`config.mk`:
```
export PLATFORM = sky130hd
export DESIGN_NAME = platform_ctrl_top
export DESIGN_NICKNAME = d
export VERILOG_FILES = /design/src/logic/pctrl_pkg.sv /design/src/logic/platform_ctrl_top.sv /design/src/logic/periph_reset_seq.sv /design/src/logic/clk_enable_gen.sv /design/src/logic/pctrl_reg_block.sv
export VERILOG_INCLUDE_DIRS = /design/src /design/src/logic
export SDC_FILE = /design/constraint.sdc
export NUM_CORES = 1
export LEC_CHECK = 0
export BUFFER_PORTS_ARGS = -buffer_cell sky130_fd_sc_hd__clkbuf_2
export CORE_MARGIN = 2
export CORE_UTILIZATION = 49
export CTS_BUF_LIST = sky130_fd_sc_hd__clkbuf_16
export DETAILED_ROUTE_END_ITERATION = 10
export GPL_TIMING_DRIVEN = 0
export HOLD_SLACK_MARGIN = 0.06
export PLACE_DENSITY = 0.87
export SYNTH_ARGS = -nofsm -noshare
export SYNTH_HDL_FRONTEND = slang
export SYNTH_HIERARCHICAL = 1
export SYNTH_SLANG_ARGS = --single-unit
export TNS_END_PERCENT = 30
```
`constraint.sdc`:
```
create_clock -name master_clk -period 1.3 [get_ports master_clk]
set_input_delay 0.26 -clock master_clk [delete_from_list [all_inputs] [get_ports master_clk]]
set_output_delay 0.26 -clock master_clk [all_outputs]
set_load 0.03 [all_outputs]
```
`src/logic/pctrl_defines.svh`:
```
//--------------------------------------
// Platform controller sizes, register
// offsets and reset hold length
//--------------------------------------
`ifndef PCTRL_DEFINES_SVH
`define PCTRL_DEFINES_SVH

// Managed peripherals: timer0, timer1, uart0, wdog
`define PCTRL_NUM_PERIPH   4

// Register port
`define PCTRL_ADDR_W       4
`define PCTRL_DATA_W       32

// Clock qualifier generation
`define PCTRL_DIV_SEL_W    3
`define PCTRL_PRESCALE_W   8

// Cycles a peripheral is held in reset
`define PCTRL_RESET_HOLD   4

// Register offsets
// Config words sit at CFG0 + peripheral index
`define PCTRL_REG_CFG0     0
`define PCTRL_REG_RST_REQ  4
`define PCTRL_REG_RST_STAT 5
`define PCTRL_REG_CTRL     6

`endif
```
`src/logic/pctrl_pkg.sv`:
```
//--------------------------------------
// Types shared by the platform controller
// and its testbench
//--------------------------------------
`include "pctrl_defines.svh"

package pctrl_pkg;

  // One peripheral's clock and reset configuration
  typedef struct packed {
    logic [`PCTRL_DIV_SEL_W-1:0] div_sel;
    logic                        gate_en;
    logic                        sys_reset_en;
  } periph_cfg_t;

  // Index 0 timer0, 1 timer1, 2 uart0, 3 wdog
  typedef periph_cfg_t [`PCTRL_NUM_PERIPH-1:0] periph_cfg_array_t;

  // Register port, one access per strobe
  typedef struct packed {
    logic                     wr_en;
    logic                     rd_en;
    logic [`PCTRL_ADDR_W-1:0] addr;
    logic [`PCTRL_DATA_W-1:0] wdata;
  } reg_access_t;

  // System level reset sources
  typedef struct packed {
    logic sys_reset_req;
    logic lockup;
    logic wdog_reset_req;
  } reset_req_t;

  // Reset sequencer FSM
  typedef enum logic {
    SEQ_IDLE,
    SEQ_HOLD
  } seq_state_t;

endpackage

```
`src/logic/platform_ctrl_top.sv`:
```
//--------------------------------------
// Platform controller top level
//--------------------------------------
`include "pctrl_defines.svh"

module platform_ctrl_top (
  input  logic                         master_clk,
  input  logic                         reset,
  input  pctrl_pkg::reg_access_t       reg_access,
  input  pctrl_pkg::reset_req_t        reset_req,
  output logic [`PCTRL_DATA_W-1:0]     rdata,
  output logic [`PCTRL_NUM_PERIPH-1:0] clken,
  output logic [`PCTRL_NUM_PERIPH-1:0] periph_reset
);

  import pctrl_pkg::*;

  periph_cfg_array_t              periph_cfg;
  logic [`PCTRL_NUM_PERIPH-1:0]   soft_req;
  logic [`PCTRL_NUM_PERIPH-1:0]   sys_req;
  logic [`PCTRL_NUM_PERIPH-1:0]   ack;

  //--------------------------------------
  // Register block
  //--------------------------------------
  pctrl_reg_block u_reg_block (
    .master_clk (master_clk),
    .reset      (reset),
    .reg_access (reg_access),
    .reset_req  (reset_req),
    .ack        (ack),
    .rdata      (rdata),
    .periph_cfg (periph_cfg),
    .soft_req   (soft_req),
    .sys_req    (sys_req)
  );

  //--------------------------------------
  // Clock qualifiers
  //--------------------------------------
  clk_enable_gen u_clk_enable_gen (
    .master_clk (master_clk),
    .reset      (reset),
    .periph_cfg (periph_cfg),
    .clken      (clken)
  );

  //--------------------------------------
  // Reset sequencers
  //--------------------------------------
  // One per peripheral, same index as the config words
  for (genvar i = 0; i < `PCTRL_NUM_PERIPH; i++) begin : g_reset_seq
    periph_reset_seq #(
      .HOLD_CYCLES (`PCTRL_RESET_HOLD)
    ) u_periph_reset_seq (
      .master_clk   (master_clk),
      .reset        (reset),
      .soft_req     (soft_req[i]),
      .sys_req      (sys_req[i]),
      .periph_reset (periph_reset[i]),
      .ack          (ack[i])
    );
  end

endmodule

```
`src/logic/periph_reset_seq.sv`:
```
//--------------------------------------
// Reset hold counter and ack pulse for
// one peripheral
//--------------------------------------
`include "pctrl_defines.svh"

module periph_reset_seq #(
  parameter int HOLD_CYCLES = `PCTRL_RESET_HOLD
) (
  input  logic master_clk,
  input  logic reset,
  input  logic soft_req,
  input  logic sys_req,
  output logic periph_reset,
  output logic ack
);

  import pctrl_pkg::*;

  localparam int CNT_W = (HOLD_CYCLES > 1) ? $clog2(HOLD_CYCLES) : 1;
  localparam logic [CNT_W-1:0] CNT_LOAD = CNT_W'(HOLD_CYCLES - 1);

  seq_state_t       state;
  logic [CNT_W-1:0] hold_cnt;
  logic             ack_pending;
  logic             trigger;

  assign trigger = soft_req | sys_req;

  // Peripheral sits in reset for the whole hold state
  assign periph_reset = (state == SEQ_HOLD);

  //--------------------------------------
  // Hold FSM
  //--------------------------------------
  always_ff @(posedge master_clk) begin
    if (reset) begin
      // Post-reset hold, released without an ack
      state       <= SEQ_HOLD;
      hold_cnt    <= CNT_LOAD;
      ack_pending <= 1'b0;
      ack         <= 1'b0;
    end else begin
      ack <= 1'b0;
      case (state)
        SEQ_IDLE: begin
          if (trigger) begin
            state       <= SEQ_HOLD;
            hold_cnt    <= CNT_LOAD;
            ack_pending <= 1'b1;
          end
        end
        SEQ_HOLD: begin
          // Requests while holding are dropped
          if (hold_cnt == '0) begin
            state       <= SEQ_IDLE;
            ack         <= ack_pending;
            ack_pending <= 1'b0;
          end else begin
            hold_cnt <= hold_cnt - 1'b1;
          end
        end
      endcase
    end
  end

  // Ack only on the release edge of a requested hold
  a_ack_on_release : assert property (@(posedge master_clk) disable iff (reset)
    ack |-> ($past(periph_reset) && !periph_reset))
    else $error("ack outside the release cycle");

endmodule

```
`src/logic/clk_enable_gen.sv`:
```
//--------------------------------------
// Shared prescaler and per-peripheral
// clock qualifier pulses
//--------------------------------------
`include "pctrl_defines.svh"

module clk_enable_gen (
  input  logic                         master_clk,
  input  logic                         reset,
  input  pctrl_pkg::periph_cfg_array_t periph_cfg,
  output logic [`PCTRL_NUM_PERIPH-1:0] clken
);

  localparam int NUM = `PCTRL_NUM_PERIPH;
  localparam int PW  = `PCTRL_PRESCALE_W;

  logic [PW-1:0]  prescale;
  logic [NUM-1:0] clken_next;

  // Low div_sel bits of the prescaler
  function automatic logic [PW-1:0] div_mask(logic [`PCTRL_DIV_SEL_W-1:0] sel);
    return PW'((1 << sel) - 1);
  endfunction

  //--------------------------------------
  // Free-running prescaler
  //--------------------------------------
  always_ff @(posedge master_clk) begin
    if (reset) begin
      prescale <= '0;
    end else begin
      prescale <= prescale + 1'b1;
    end
  end

  //--------------------------------------
  // Qualifier per peripheral
  //--------------------------------------
  // Fires once every 2**div_sel cycles while the gate is open
  always_comb begin
    for (int i = 0; i < NUM; i++) begin
      clken_next[i] = periph_cfg[i].gate_en &&
                      ((prescale & div_mask(periph_cfg[i].div_sel)) == '0);
    end
  end

  // Registered so the qualifiers stay low through reset
  always_ff @(posedge master_clk) begin
    if (reset) begin
      clken <= '0;
    end else begin
      clken <= clken_next;
    end
  end

  // A closed gate silences the qualifier from the next cycle on
  for (genvar i = 0; i < NUM; i++) begin : g_gate_check
    a_gate_closed : assert property (@(posedge master_clk) disable iff (reset)
      !$past(periph_cfg[i].gate_en) |-> !clken[i])
      else $error("clken[%0d] pulsed with gate_en low", i);
  end

endmodule

```
`src/logic/pctrl_reg_block.sv`:
```
//--------------------------------------
// Register file, reset request pulses,
// sticky ack status and sys reset merge
//--------------------------------------
`include "pctrl_defines.svh"

module pctrl_reg_block (
  input  logic                         master_clk,
  input  logic                         reset,
  input  pctrl_pkg::reg_access_t       reg_access,
  input  pctrl_pkg::reset_req_t        reset_req,
  input  logic [`PCTRL_NUM_PERIPH-1:0] ack,
  output logic [`PCTRL_DATA_W-1:0]     rdata,
  output pctrl_pkg::periph_cfg_array_t periph_cfg,
  output logic [`PCTRL_NUM_PERIPH-1:0] soft_req,
  output logic [`PCTRL_NUM_PERIPH-1:0] sys_req
);

  import pctrl_pkg::*;

  localparam int NUM = `PCTRL_NUM_PERIPH;
  localparam int DW  = `PCTRL_DATA_W;

  // Field positions inside a config word
  localparam int GATE_EN_BIT      = 4;
  localparam int SYS_RESET_EN_BIT = 8;

  // Divide by 1, clock running, follows system reset
  localparam periph_cfg_t CFG_DEFAULT = '{div_sel: '0, gate_en: 1'b1, sys_reset_en: 1'b1};

  logic           wr_rst_req;
  logic           wr_rst_stat;
  logic           wr_ctrl;
  logic           lockup_reset_en;
  logic [NUM-1:0] rst_stat;
  logic [NUM-1:0] stat_clr;
  logic           sys_merged;
  logic           sys_merged_q;
  logic           sys_rise;
  logic [DW-1:0]  rd_mux;

  function automatic logic [DW-1:0] cfg_to_word(periph_cfg_t cfg);
    logic [DW-1:0] word;
    word = '0;
    word[`PCTRL_DIV_SEL_W-1:0] = cfg.div_sel;
    word[GATE_EN_BIT]          = cfg.gate_en;
    word[SYS_RESET_EN_BIT]     = cfg.sys_reset_en;
    return word;
  endfunction

  function automatic periph_cfg_t word_to_cfg(logic [DW-1:0] word);
    periph_cfg_t cfg;
    cfg.div_sel      = word[`PCTRL_DIV_SEL_W-1:0];
    cfg.gate_en      = word[GATE_EN_BIT];
    cfg.sys_reset_en = word[SYS_RESET_EN_BIT];
    return cfg;
  endfunction

  //--------------------------------------
  // Write decode and register state
  //--------------------------------------
  assign wr_rst_req  = reg_access.wr_en &&
                       (reg_access.addr == `PCTRL_ADDR_W'(`PCTRL_REG_RST_REQ));
  assign wr_rst_stat = reg_access.wr_en &&
                       (reg_access.addr == `PCTRL_ADDR_W'(`PCTRL_REG_RST_STAT));
  assign wr_ctrl     = reg_access.wr_en &&
                       (reg_access.addr == `PCTRL_ADDR_W'(`PCTRL_REG_CTRL));

  // Write 1 to clear
  assign stat_clr = wr_rst_stat ? reg_access.wdata[NUM-1:0] : '0;

  always_ff @(posedge master_clk) begin
    if (reset) begin
      for (int i = 0; i < NUM; i++) begin
        periph_cfg[i] <= CFG_DEFAULT;
      end
      lockup_reset_en <= 1'b0;
      rst_stat        <= '0;
      soft_req        <= '0;
    end else begin
      for (int i = 0; i < NUM; i++) begin
        if (reg_access.wr_en &&
            (reg_access.addr == `PCTRL_ADDR_W'(`PCTRL_REG_CFG0 + i))) begin
          periph_cfg[i] <= word_to_cfg(reg_access.wdata);
        end
      end
      if (wr_ctrl) begin
        lockup_reset_en <= reg_access.wdata[0];
      end
      // A new ack wins over a clear in the same cycle
      rst_stat <= (rst_stat & ~stat_clr) | ack;
      // RST_REQ is not stored, each write gives a single pulse
      soft_req <= wr_rst_req ? reg_access.wdata[NUM-1:0] : '0;
    end
  end

  //--------------------------------------
  // System reset request merge
  //--------------------------------------
  assign sys_merged = reset_req.sys_reset_req | reset_req.wdog_reset_req |
                      (reset_req.lockup & lockup_reset_en);
  assign sys_rise   = sys_merged & ~sys_merged_q;

  always_ff @(posedge master_clk) begin
    if (reset) begin
      sys_merged_q <= 1'b0;
      sys_req      <= '0;
    end else begin
      sys_merged_q <= sys_merged;
      for (int i = 0; i < NUM; i++) begin
        sys_req[i] <= sys_rise & periph_cfg[i].sys_reset_en;
      end
    end
  end

  //--------------------------------------
  // Read path
  //--------------------------------------
  always_comb begin
    rd_mux = '0;
    for (int i = 0; i < NUM; i++) begin
      if (reg_access.addr == `PCTRL_ADDR_W'(`PCTRL_REG_CFG0 + i)) begin
        rd_mux = cfg_to_word(periph_cfg[i]);
      end
    end
    case (reg_access.addr)
      `PCTRL_ADDR_W'(`PCTRL_REG_RST_STAT): rd_mux = DW'(rst_stat);
      `PCTRL_ADDR_W'(`PCTRL_REG_CTRL):     rd_mux = DW'(lockup_reset_en);
      default: ;
    endcase
  end

  // Holds the last read value
  always_ff @(posedge master_clk) begin
    if (reset) begin
      rdata <= '0;
    end else if (reg_access.rd_en) begin
      rdata <= rd_mux;
    end
  end

  a_soft_req_single : assert property (@(posedge master_clk) disable iff (reset)
    (soft_req != '0) |=> (soft_req == '0))
    else $error("soft_req high in two consecutive cycles");

endmodule

```
==> results.txt, run 1 <==
Setup Buffers After CTS -> 0
Final hold vios -> 0
Antenna diodes -> 0
Warning count from the yosys run -> 6
Post-synth top area share -> 0.393
Cell family with most CP delay -> compound AO/OA/AOI/OAI gates
Post-synthesis sequential area ratio -> 0.393
Max Clk Rate -> 761 MHz
Post-synth top cells -> dfxtp_1 (71), a21oi_1 (33), buf_4 (28)
# clock sinks -> 71
Final cell count without fillers -> 563
Data arrival, critical path -> 1.52 ns
Post-DP HPWL -> 5980 um
Ranking of synthesized cells by area -> dfxtp_1 (39%), buf_4 (5.8%), a21oi_1 (4.6%), ha_1 (3.1%), o21ai_0 (2.6%)
Drt initial violations -> 380
Crit path max fanout -> 8
Detailed Route WL -> 8810 um
Reg2Reg Depth -> 4
Clock root buffer -> clkbuf_16
Worst VDD drop -> 723 uV
Startpoint Class -> flip-flop
Clock Path Buffers -> 2
Die Y -> 89.9 um
Clock latency on the worst-skew pair -> 0.33 ns
Least-Margin Pin Slew -> 0.564 ns
Post-Place Cells -> 548
RSZ-0062 raised after global routing -> true
Vias in the first global route -> 3075
Max stage delay cell, worst path -> a2111oi_2
Pwr Total -> 6.57 mW
Reg-to-reg slack, setup -> -0.01 ns
Final worst slack -> -0.0136 ns
Adder-Cell Fraction of Synth Area -> 0.0312
Die Wd -> 89.9 um
Die ar. -> 8070 um^2
Crit-path max cell delay -> 0.36 ns
Io pins -> 83
Multi-input logic area -> 1930 um^2
CP Cell Sequence -> buf_6 -> nor4_4 -> o21ai_1 -> a2111oi_2
Reg-to-reg endpoint -> u_clk_enable_gen/clken[2]$_SDFF_PP0_
CTS tree -> done
First-pass GRT wire length -> 14700 um
H-tree levels -> 3
Vias post-DR -> 3153
Remaining DRCs -> 0
Failing checks -> negative setup slack
CTS Buf Count -> 9
Top-count cell post-synth -> dfxtp_1
Hold Path End -> u_reg_block/soft_req[3]$_SDFF_PP0_
Mapped Area -> 3610 um^2
Crit path required time -> 1.51 ns
Main combinational cell family by area after synthesis -> compound AO/OA/AOI/OAI gates
Tmin final -> 1.31 ns
Crit. End Element -> flip-flop
Reg clk slew, reported paths -> 0.06 ns
Hold path startpoint -> reg_access[3]
Sequential cell area -> 1450 um^2
Setup violations, final -> 1
WP buf/inv -> 1
Synth cell types -> 57
Layout cells sized above 1 -> 0.295
DP Worst Slack -> -0.656 ns
Reg2reg start -> u_clk_enable_gen/prescale[1]$_SDFF_PP0_
Routed len/inst -> 15.7 um
Fin nets -> 511
Final Max Tran Viols -> 0
Pwr Density -> 1480 nW/um^2
Grt ovf -> 0
Post-Synth XOR/XNOR Area -> 0.00727
Worst setup path category -> reg -> reg
Fill cell count -> 601
Site Rows -> 31
Simple-gate area share of the yosys netlist -> 0.208
All-Layer GR Usage -> 0.225
HP Class -> in -> reg
Outcome -> finished with violations
Synth async-reset ratio -> 0
EDFF count, synth -> 0
Lkg Pwr -> 1.88 nW
Register bit total from synthesis -> 71
Mux cell area share after synthesis -> 0.0229
Synth area leader -> dfxtp_1
Max Cap Viol -> 0
Syn-to-layout area delta -> 22.7%
Core area -> 7210 um^2
Syn Inst Count -> 395
Port bufs -> 29
Hold path depth -> 2
Share of the clock period used by the worst path -> 1.01
Drt pass-1 iters -> 7
Post-DRT Antenna Nets -> 0
RePlAce Congestion -> 0.910
Largest net degree at the start of global routing -> 25
Hold WS -> 0.170 ns
Compound-Gate Fraction of Synth Area -> 0.221
Initial Utilization -> 0.501
Initial antenna violation count -> 0
Syn avg cell area -> 9.14 um^2
Top FF cell, synth -> dfxtp_1
Slew HR -> 0.624
DR vias/cell -> 5.60
Final Skew -> 0.00554 ns
[placed cells by master (no fill, tap or decap), types with 7 or more instances in the layout]
cell | synthesis | routed
dfxtp_1 | 71 | 58
a21oi_1 | 33 | 33
clkbuf_2 | 0 | 30
buf_4 | 28 | 27
conb_1 | 1 | 26
nand2_1 | 25 | 25
o21ai_0 | 19 | 19
nand3_1 | 15 | 15
inv_1 | 20 | 14
nor2_1 | 13 | 12
nand3b_1 | 11 | 11
dfxtp_2 | 0 | 10
and2_1 | 10 | 10
clkbuf_16 | 0 | 9
a211o_1 | 9 | 9
and3_1 | 8 | 8
buf_6 | 6 | 7
[area by class of cell]
| type | count | share of cell area |
|---|---|---|
| Buffer | 47 | 0.0796 |
| Clock buffer | 9 | 0.0508 |
| Clock inverter | 7 | 0.0291 |
| Inverter | 20 | 0.0169 |
| Multi-Input combinational cell | 281 | 0.436 |
| Sequential cell | 71 | 0.326 |
| Tap cell | 99 | 0.0279 |
| Timing Repair Buffer | 29 | 0.0333 |
[how the worst max path moves through the flow]
stage,startpoint,end,cells after the start
6_report,u_clk_enable_gen/prescale[1]$_SDFF_PP0_,u_clk_enable_gen/clken[2]$_SDFF_PP0_,4
5_1_grt,u_clk_enable_gen/prescale[1]$_SDFF_PP0_,u_clk_enable_gen/clken[2]$_SDFF_PP0_,4
4_1_cts,u_clk_enable_gen/prescale[4]$_SDFF_PP0_,u_clk_enable_gen/clken[2]$_SDFF_PP0_,4
3_5_place_dp,reset,u_reg_block/periph_cfg[14]$_SDFFE_PP0P_,5
3_3_place_gp,reset,u_reg_block/sys_merged_q$_SDFF_PP0_,5
2_1_floorplan,g_reset_seq[2].u_periph_reset_seq/periph_reset$_SDFF_PP1_,g_reset_seq[2].u_periph_reset_seq/hold_cnt[1]$_SDFFE_PP1P_,3
[sequential cells by signal, indices dropped and copies added (netlist names)]
signal and cells:
u_reg_block/periph_cfg 20, g_reset_seq.u_periph_reset_seq/hold_cnt 8, u_clk_enable_gen/prescale 7, u_reg_block/rdata 6
g_reset_seq.u_periph_reset_seq/ack 4, g_reset_seq.u_periph_reset_seq/ack_pending 4, g_reset_seq.u_periph_reset_seq/periph_reset 4, u_clk_enable_gen/clken 4
u_reg_block/rst_stat 4, u_reg_block/soft_req 4, u_reg_block/sys_req 4, u_reg_block/lockup_reset_en 1
u_reg_block/sys_merged_q 1
[per-stage QoR]
| stage | TNS (ns) | area (um^2) | util |
|---|---|---|---|
| floorplan | -0.00633 | 3720 | - |
| global placement | -13.71 | 3990 | 0.552 |
| detailed placement | -16.29 | 3990 | 0.552 |
| CTS | -0.000881 | 4390 | 0.608 |
| global route | -0.118 | 4430 | 0.614 |
| finish | -0.0136 | 4430 | 0.614 |
[repair_timing]
action / CTS / global route
resized for setup: 18 / 18
pin swaps: 4 / 9
hold buffers: 0 / 0
endpoints found under the setup margin: 35 / 21
[logic make-up (layout without fill, tap and decap cells)]
group / after synthesis / in the layout
buffers and inverters: 68 / 112
flip-flops: 71 / 71
adder cells (fa/ha/maj): 9 / 9
other: 1 / 26
AND/OR/NAND/NOR: 122 / 122
XOR/XNOR: 3 / 3
AO/OA/AOI/OAI: 113 / 113
multiplexers: 8 / 8
[where the power goes]
part / switching (mW) / total, mW / internal [mW]
Sequential: 0.119 / 2.47 / 2.35
Combinational: 0.690 / 1.23 / 0.543
Clock: 0.968 / 2.87 / 1.90
[per-layer routing]
layer / GRT usage / part of all wire / vias up
li1: - / - / 1497
met1: 0.274 / 0.42 / 1492
met2: 0.379 / 0.49 / 146
met3: 0.0545 / 0.061 / 18
met4: 0.100 / 0.024 / 0
met5: 0 / 0 / -
Note: power is estimated with default switching activity, not from simulation.
==> inputs of run 2 (changes only) <==
Settings changed: GPL_ROUTABILITY_DRIVEN set to 0, PLACE_DENSITY 0.87 to 0.72, SKIP_CTS_REPAIR_TIMING set to 1.
==> results.txt, run 2 (synthesized netlist as in run 1, its figures left out) <==
Outcome -> finished clean (was finished with violations)
Share of power burned in registers -> 0.420 (was 0.376)
Routed wl met3 -> 450 um (was 536 um)
Reg2Reg Depth -> 3 (was 4)
Slew HR -> 0.634 (was 0.624)
Die Y -> 89.9 um (unchanged)
DR vias/cell -> 5.45 (was 5.60)
Crit path max fanout -> 10 (was 8)
Fill cell count -> 657 (was 601)
Io pins -> 83 (unchanged)
Lkg Pwr -> 1.88 nW (about the same)
# clock sinks -> 71 (unchanged)
Worst VDD drop -> 860 uV (was 723 uV)
Cell Int Power -> 4.18 mW (was 4.80 mW)
Largest net degree at the start of global routing -> 25 (unchanged)
Net switching power -> 1.70 mW (was 1.78 mW)
Final worst slack -> 0.0198 ns (was -0.0136 ns)
Combinational power share -> 0.210 (was 0.188)
Post-DP HPWL -> 5860 um (was 5980 um)
Startpoint Class -> flip-flop (unchanged)
H-tree levels -> 3 (unchanged)
Tmin final -> 1.28 ns (was 1.31 ns)
Core area -> 7210 um^2 (unchanged)
Post-DRT Antenna Nets -> 0 (unchanged)
Pwr Density -> 1330 nW/um^2 (was 1480 nW/um^2)
Site Rows -> 31 (unchanged)
Highest routed layer -> met4 (unchanged)
Remaining DRCs -> 0 (unchanged)
Setup violations, final -> 0 (was 1)
Least-Margin Pin Slew -> 0.550 ns (was 0.564 ns)
Sequential cell area -> 1450 um^2 (unchanged)
Metal-1 WL -> 3910 um (was 3720 um)
Sw Share -> 0.290 (was 0.270)
Max Clk Rate -> 781 MHz (was 761 MHz)
Syn-to-layout area delta -> 22.1% (was 22.7%)
Final Skew -> 0.00697 ns (was 0.00554 ns)
Crit. End Element -> flip-flop (unchanged)
Reg clk slew, reported paths -> 0.06 ns (about the same)
Max Cap Viol -> 0 (unchanged)
RSZ-0062 raised after global routing -> true (unchanged)
Multi-input logic area -> 1980 um^2 (was 1930 um^2)
Die ar. -> 8070 um^2 (unchanged)
Clock latency on the worst-skew pair -> 0.33 ns (about the same)
Pwr Total -> 5.88 mW (was 6.57 mW)
First-pass GRT wire length -> 13600 um (was 14700 um)
Crit path required time -> 1.52 ns (was 1.51 ns)
Clock Power Share -> 0.370 (was 0.437)
Detailed Route WL -> 8520 um (was 8810 um)
Grt ovf -> 0 (unchanged)
Vias in the first global route -> 2821 (was 3075)
Top reg by flops -> u_reg_block/periph_cfg (unchanged)
Fin nets -> 514 (was 511)
CTS tree -> done (unchanged)
Biggest regs -> u_reg_block/periph_cfg x20, g_reset_seq.u_periph_reset_seq/hold_cnt x8, u_clk_enable_gen/prescale x7 (unchanged)
Hold path depth -> 2 (unchanged)
Share of the clock period used by the worst path -> 0.985 (was 1.01)
Setup TNS -> 0 ns (was -0.0136 ns)
Commonest non-fill, non-tap cell in the layout -> dfxtp_1 (unchanged)
HP Class -> in -> reg (unchanged)
All-Layer GR Usage -> 0.208 (was 0.225)
Final Max Tran Viols -> 0 (unchanged)
Drt initial violations -> 308 (was 380)
Clock root buffer -> clkbuf_16 (unchanged)
Die Wd -> 89.9 um (unchanged)
Final hold vios -> 0 (unchanged)
Drt pass-1 iters -> 5 (was 7)
Port bufs -> 29 (unchanged)
Clock Path Buffers -> 2 (unchanged)
DP Worst Slack -> -0.650 ns (was -0.656 ns)
Most frequent cells in the layout -> dfxtp_1 (58), a21oi_1 (33), clkbuf_2 (30) (unchanged)
Vias post-DR -> 3086 (was 3153)
CTS Buf Count -> 9 (unchanged)
Routed len/inst -> 15.0 um (was 15.7 um)
Initial Utilization -> 0.501 (unchanged)
Antenna diodes -> 0 (unchanged)
Data arrival, critical path -> 1.50 ns (was 1.52 ns)
Initial antenna violation count -> 0 (unchanged)
Layout cells sized above 1 -> 0.304 (was 0.295)
Metal2 WL -> 3980 um (was 4340 um)
Worst setup path category -> reg -> reg (unchanged)
Largest register FFs -> 20 (unchanged)
==> run 2: path summary, 6_finish.rpt <==
check | slack (ns) | from | end
setup reg to reg | 0.02 | g_reset_seq[1].u_periph_reset_seq/periph_reset$_SDFF_PP1_ | g_reset_seq[1].u_periph_reset_seq/hold_cnt[0]$_SDFFE_PP1P_
hold / removal | 0.17 | reg_access[3] | u_reg_block/soft_req[3]$_SDFF_PP0_
setup / recovery | 0.02 | g_reset_seq[1].u_periph_reset_seq/periph_reset$_SDFF_PP1_ | g_reset_seq[1].u_periph_reset_seq/hold_cnt[0]$_SDFFE_PP1P_
hold reg to reg | 0.43 | g_reset_seq[2].u_periph_reset_seq/ack$_SDFF_PP0_ | u_reg_block/rst_stat[2]$_SDFF_PP0_
==> run 2: area by class of cell <==
class                   count  share of cell area
plain buffers              47              0.0797
clock buffers               9              0.0510
clock inverters             7             0.00908
inverters                  20              0.0170
multi-input cells         281               0.449
flip-flops and latches     71               0.328
well taps                  99              0.0281
repair buffers             32              0.0386
==> run 2: critical path, stage by stage (launching register included) <==
cell and delay [ns]:
dfxtp_4 0.34, buf_6 0.13, or3_1 0.40, a221o_1 0.30
==> run 2: power groups by stage <==
stage | sequential [mW] | combinational [mW] | clock [mW]
floorplan | 2.53 | 0.801 | 0
global placement | 2.48 | 1.05 | 0
global route | 2.49 | 1.37 | 2.33
finish | 2.47 | 1.24 | 2.18
detailed placement | 2.49 | 1.10 | 0
CTS | 2.44 | 1.10 | 2.21
==> run 2: routing by layer <==
layer	track usage	vias up
li1	-	1508
met1	0.272	1469
met2	0.338	94
met3	0.0402	15
met4	0.0897	0
met5	0	-
==> run 2: metrics by stage <==
step / utilization / area (um^2) / hold WS [ns] / std cells
after floorplan: - / 3720 / 0.329 / 420
after global placement: 0.552 / 3990 / 0.417 / 548
after detailed placement: 0.552 / 3990 / 0.420 / 548
after CTS: 0.589 / 4250 / 0.163 / 564
after global routing: 0.612 / 4410 / 0.172 / 566
final: 0.612 / 4410 / 0.174 / 566
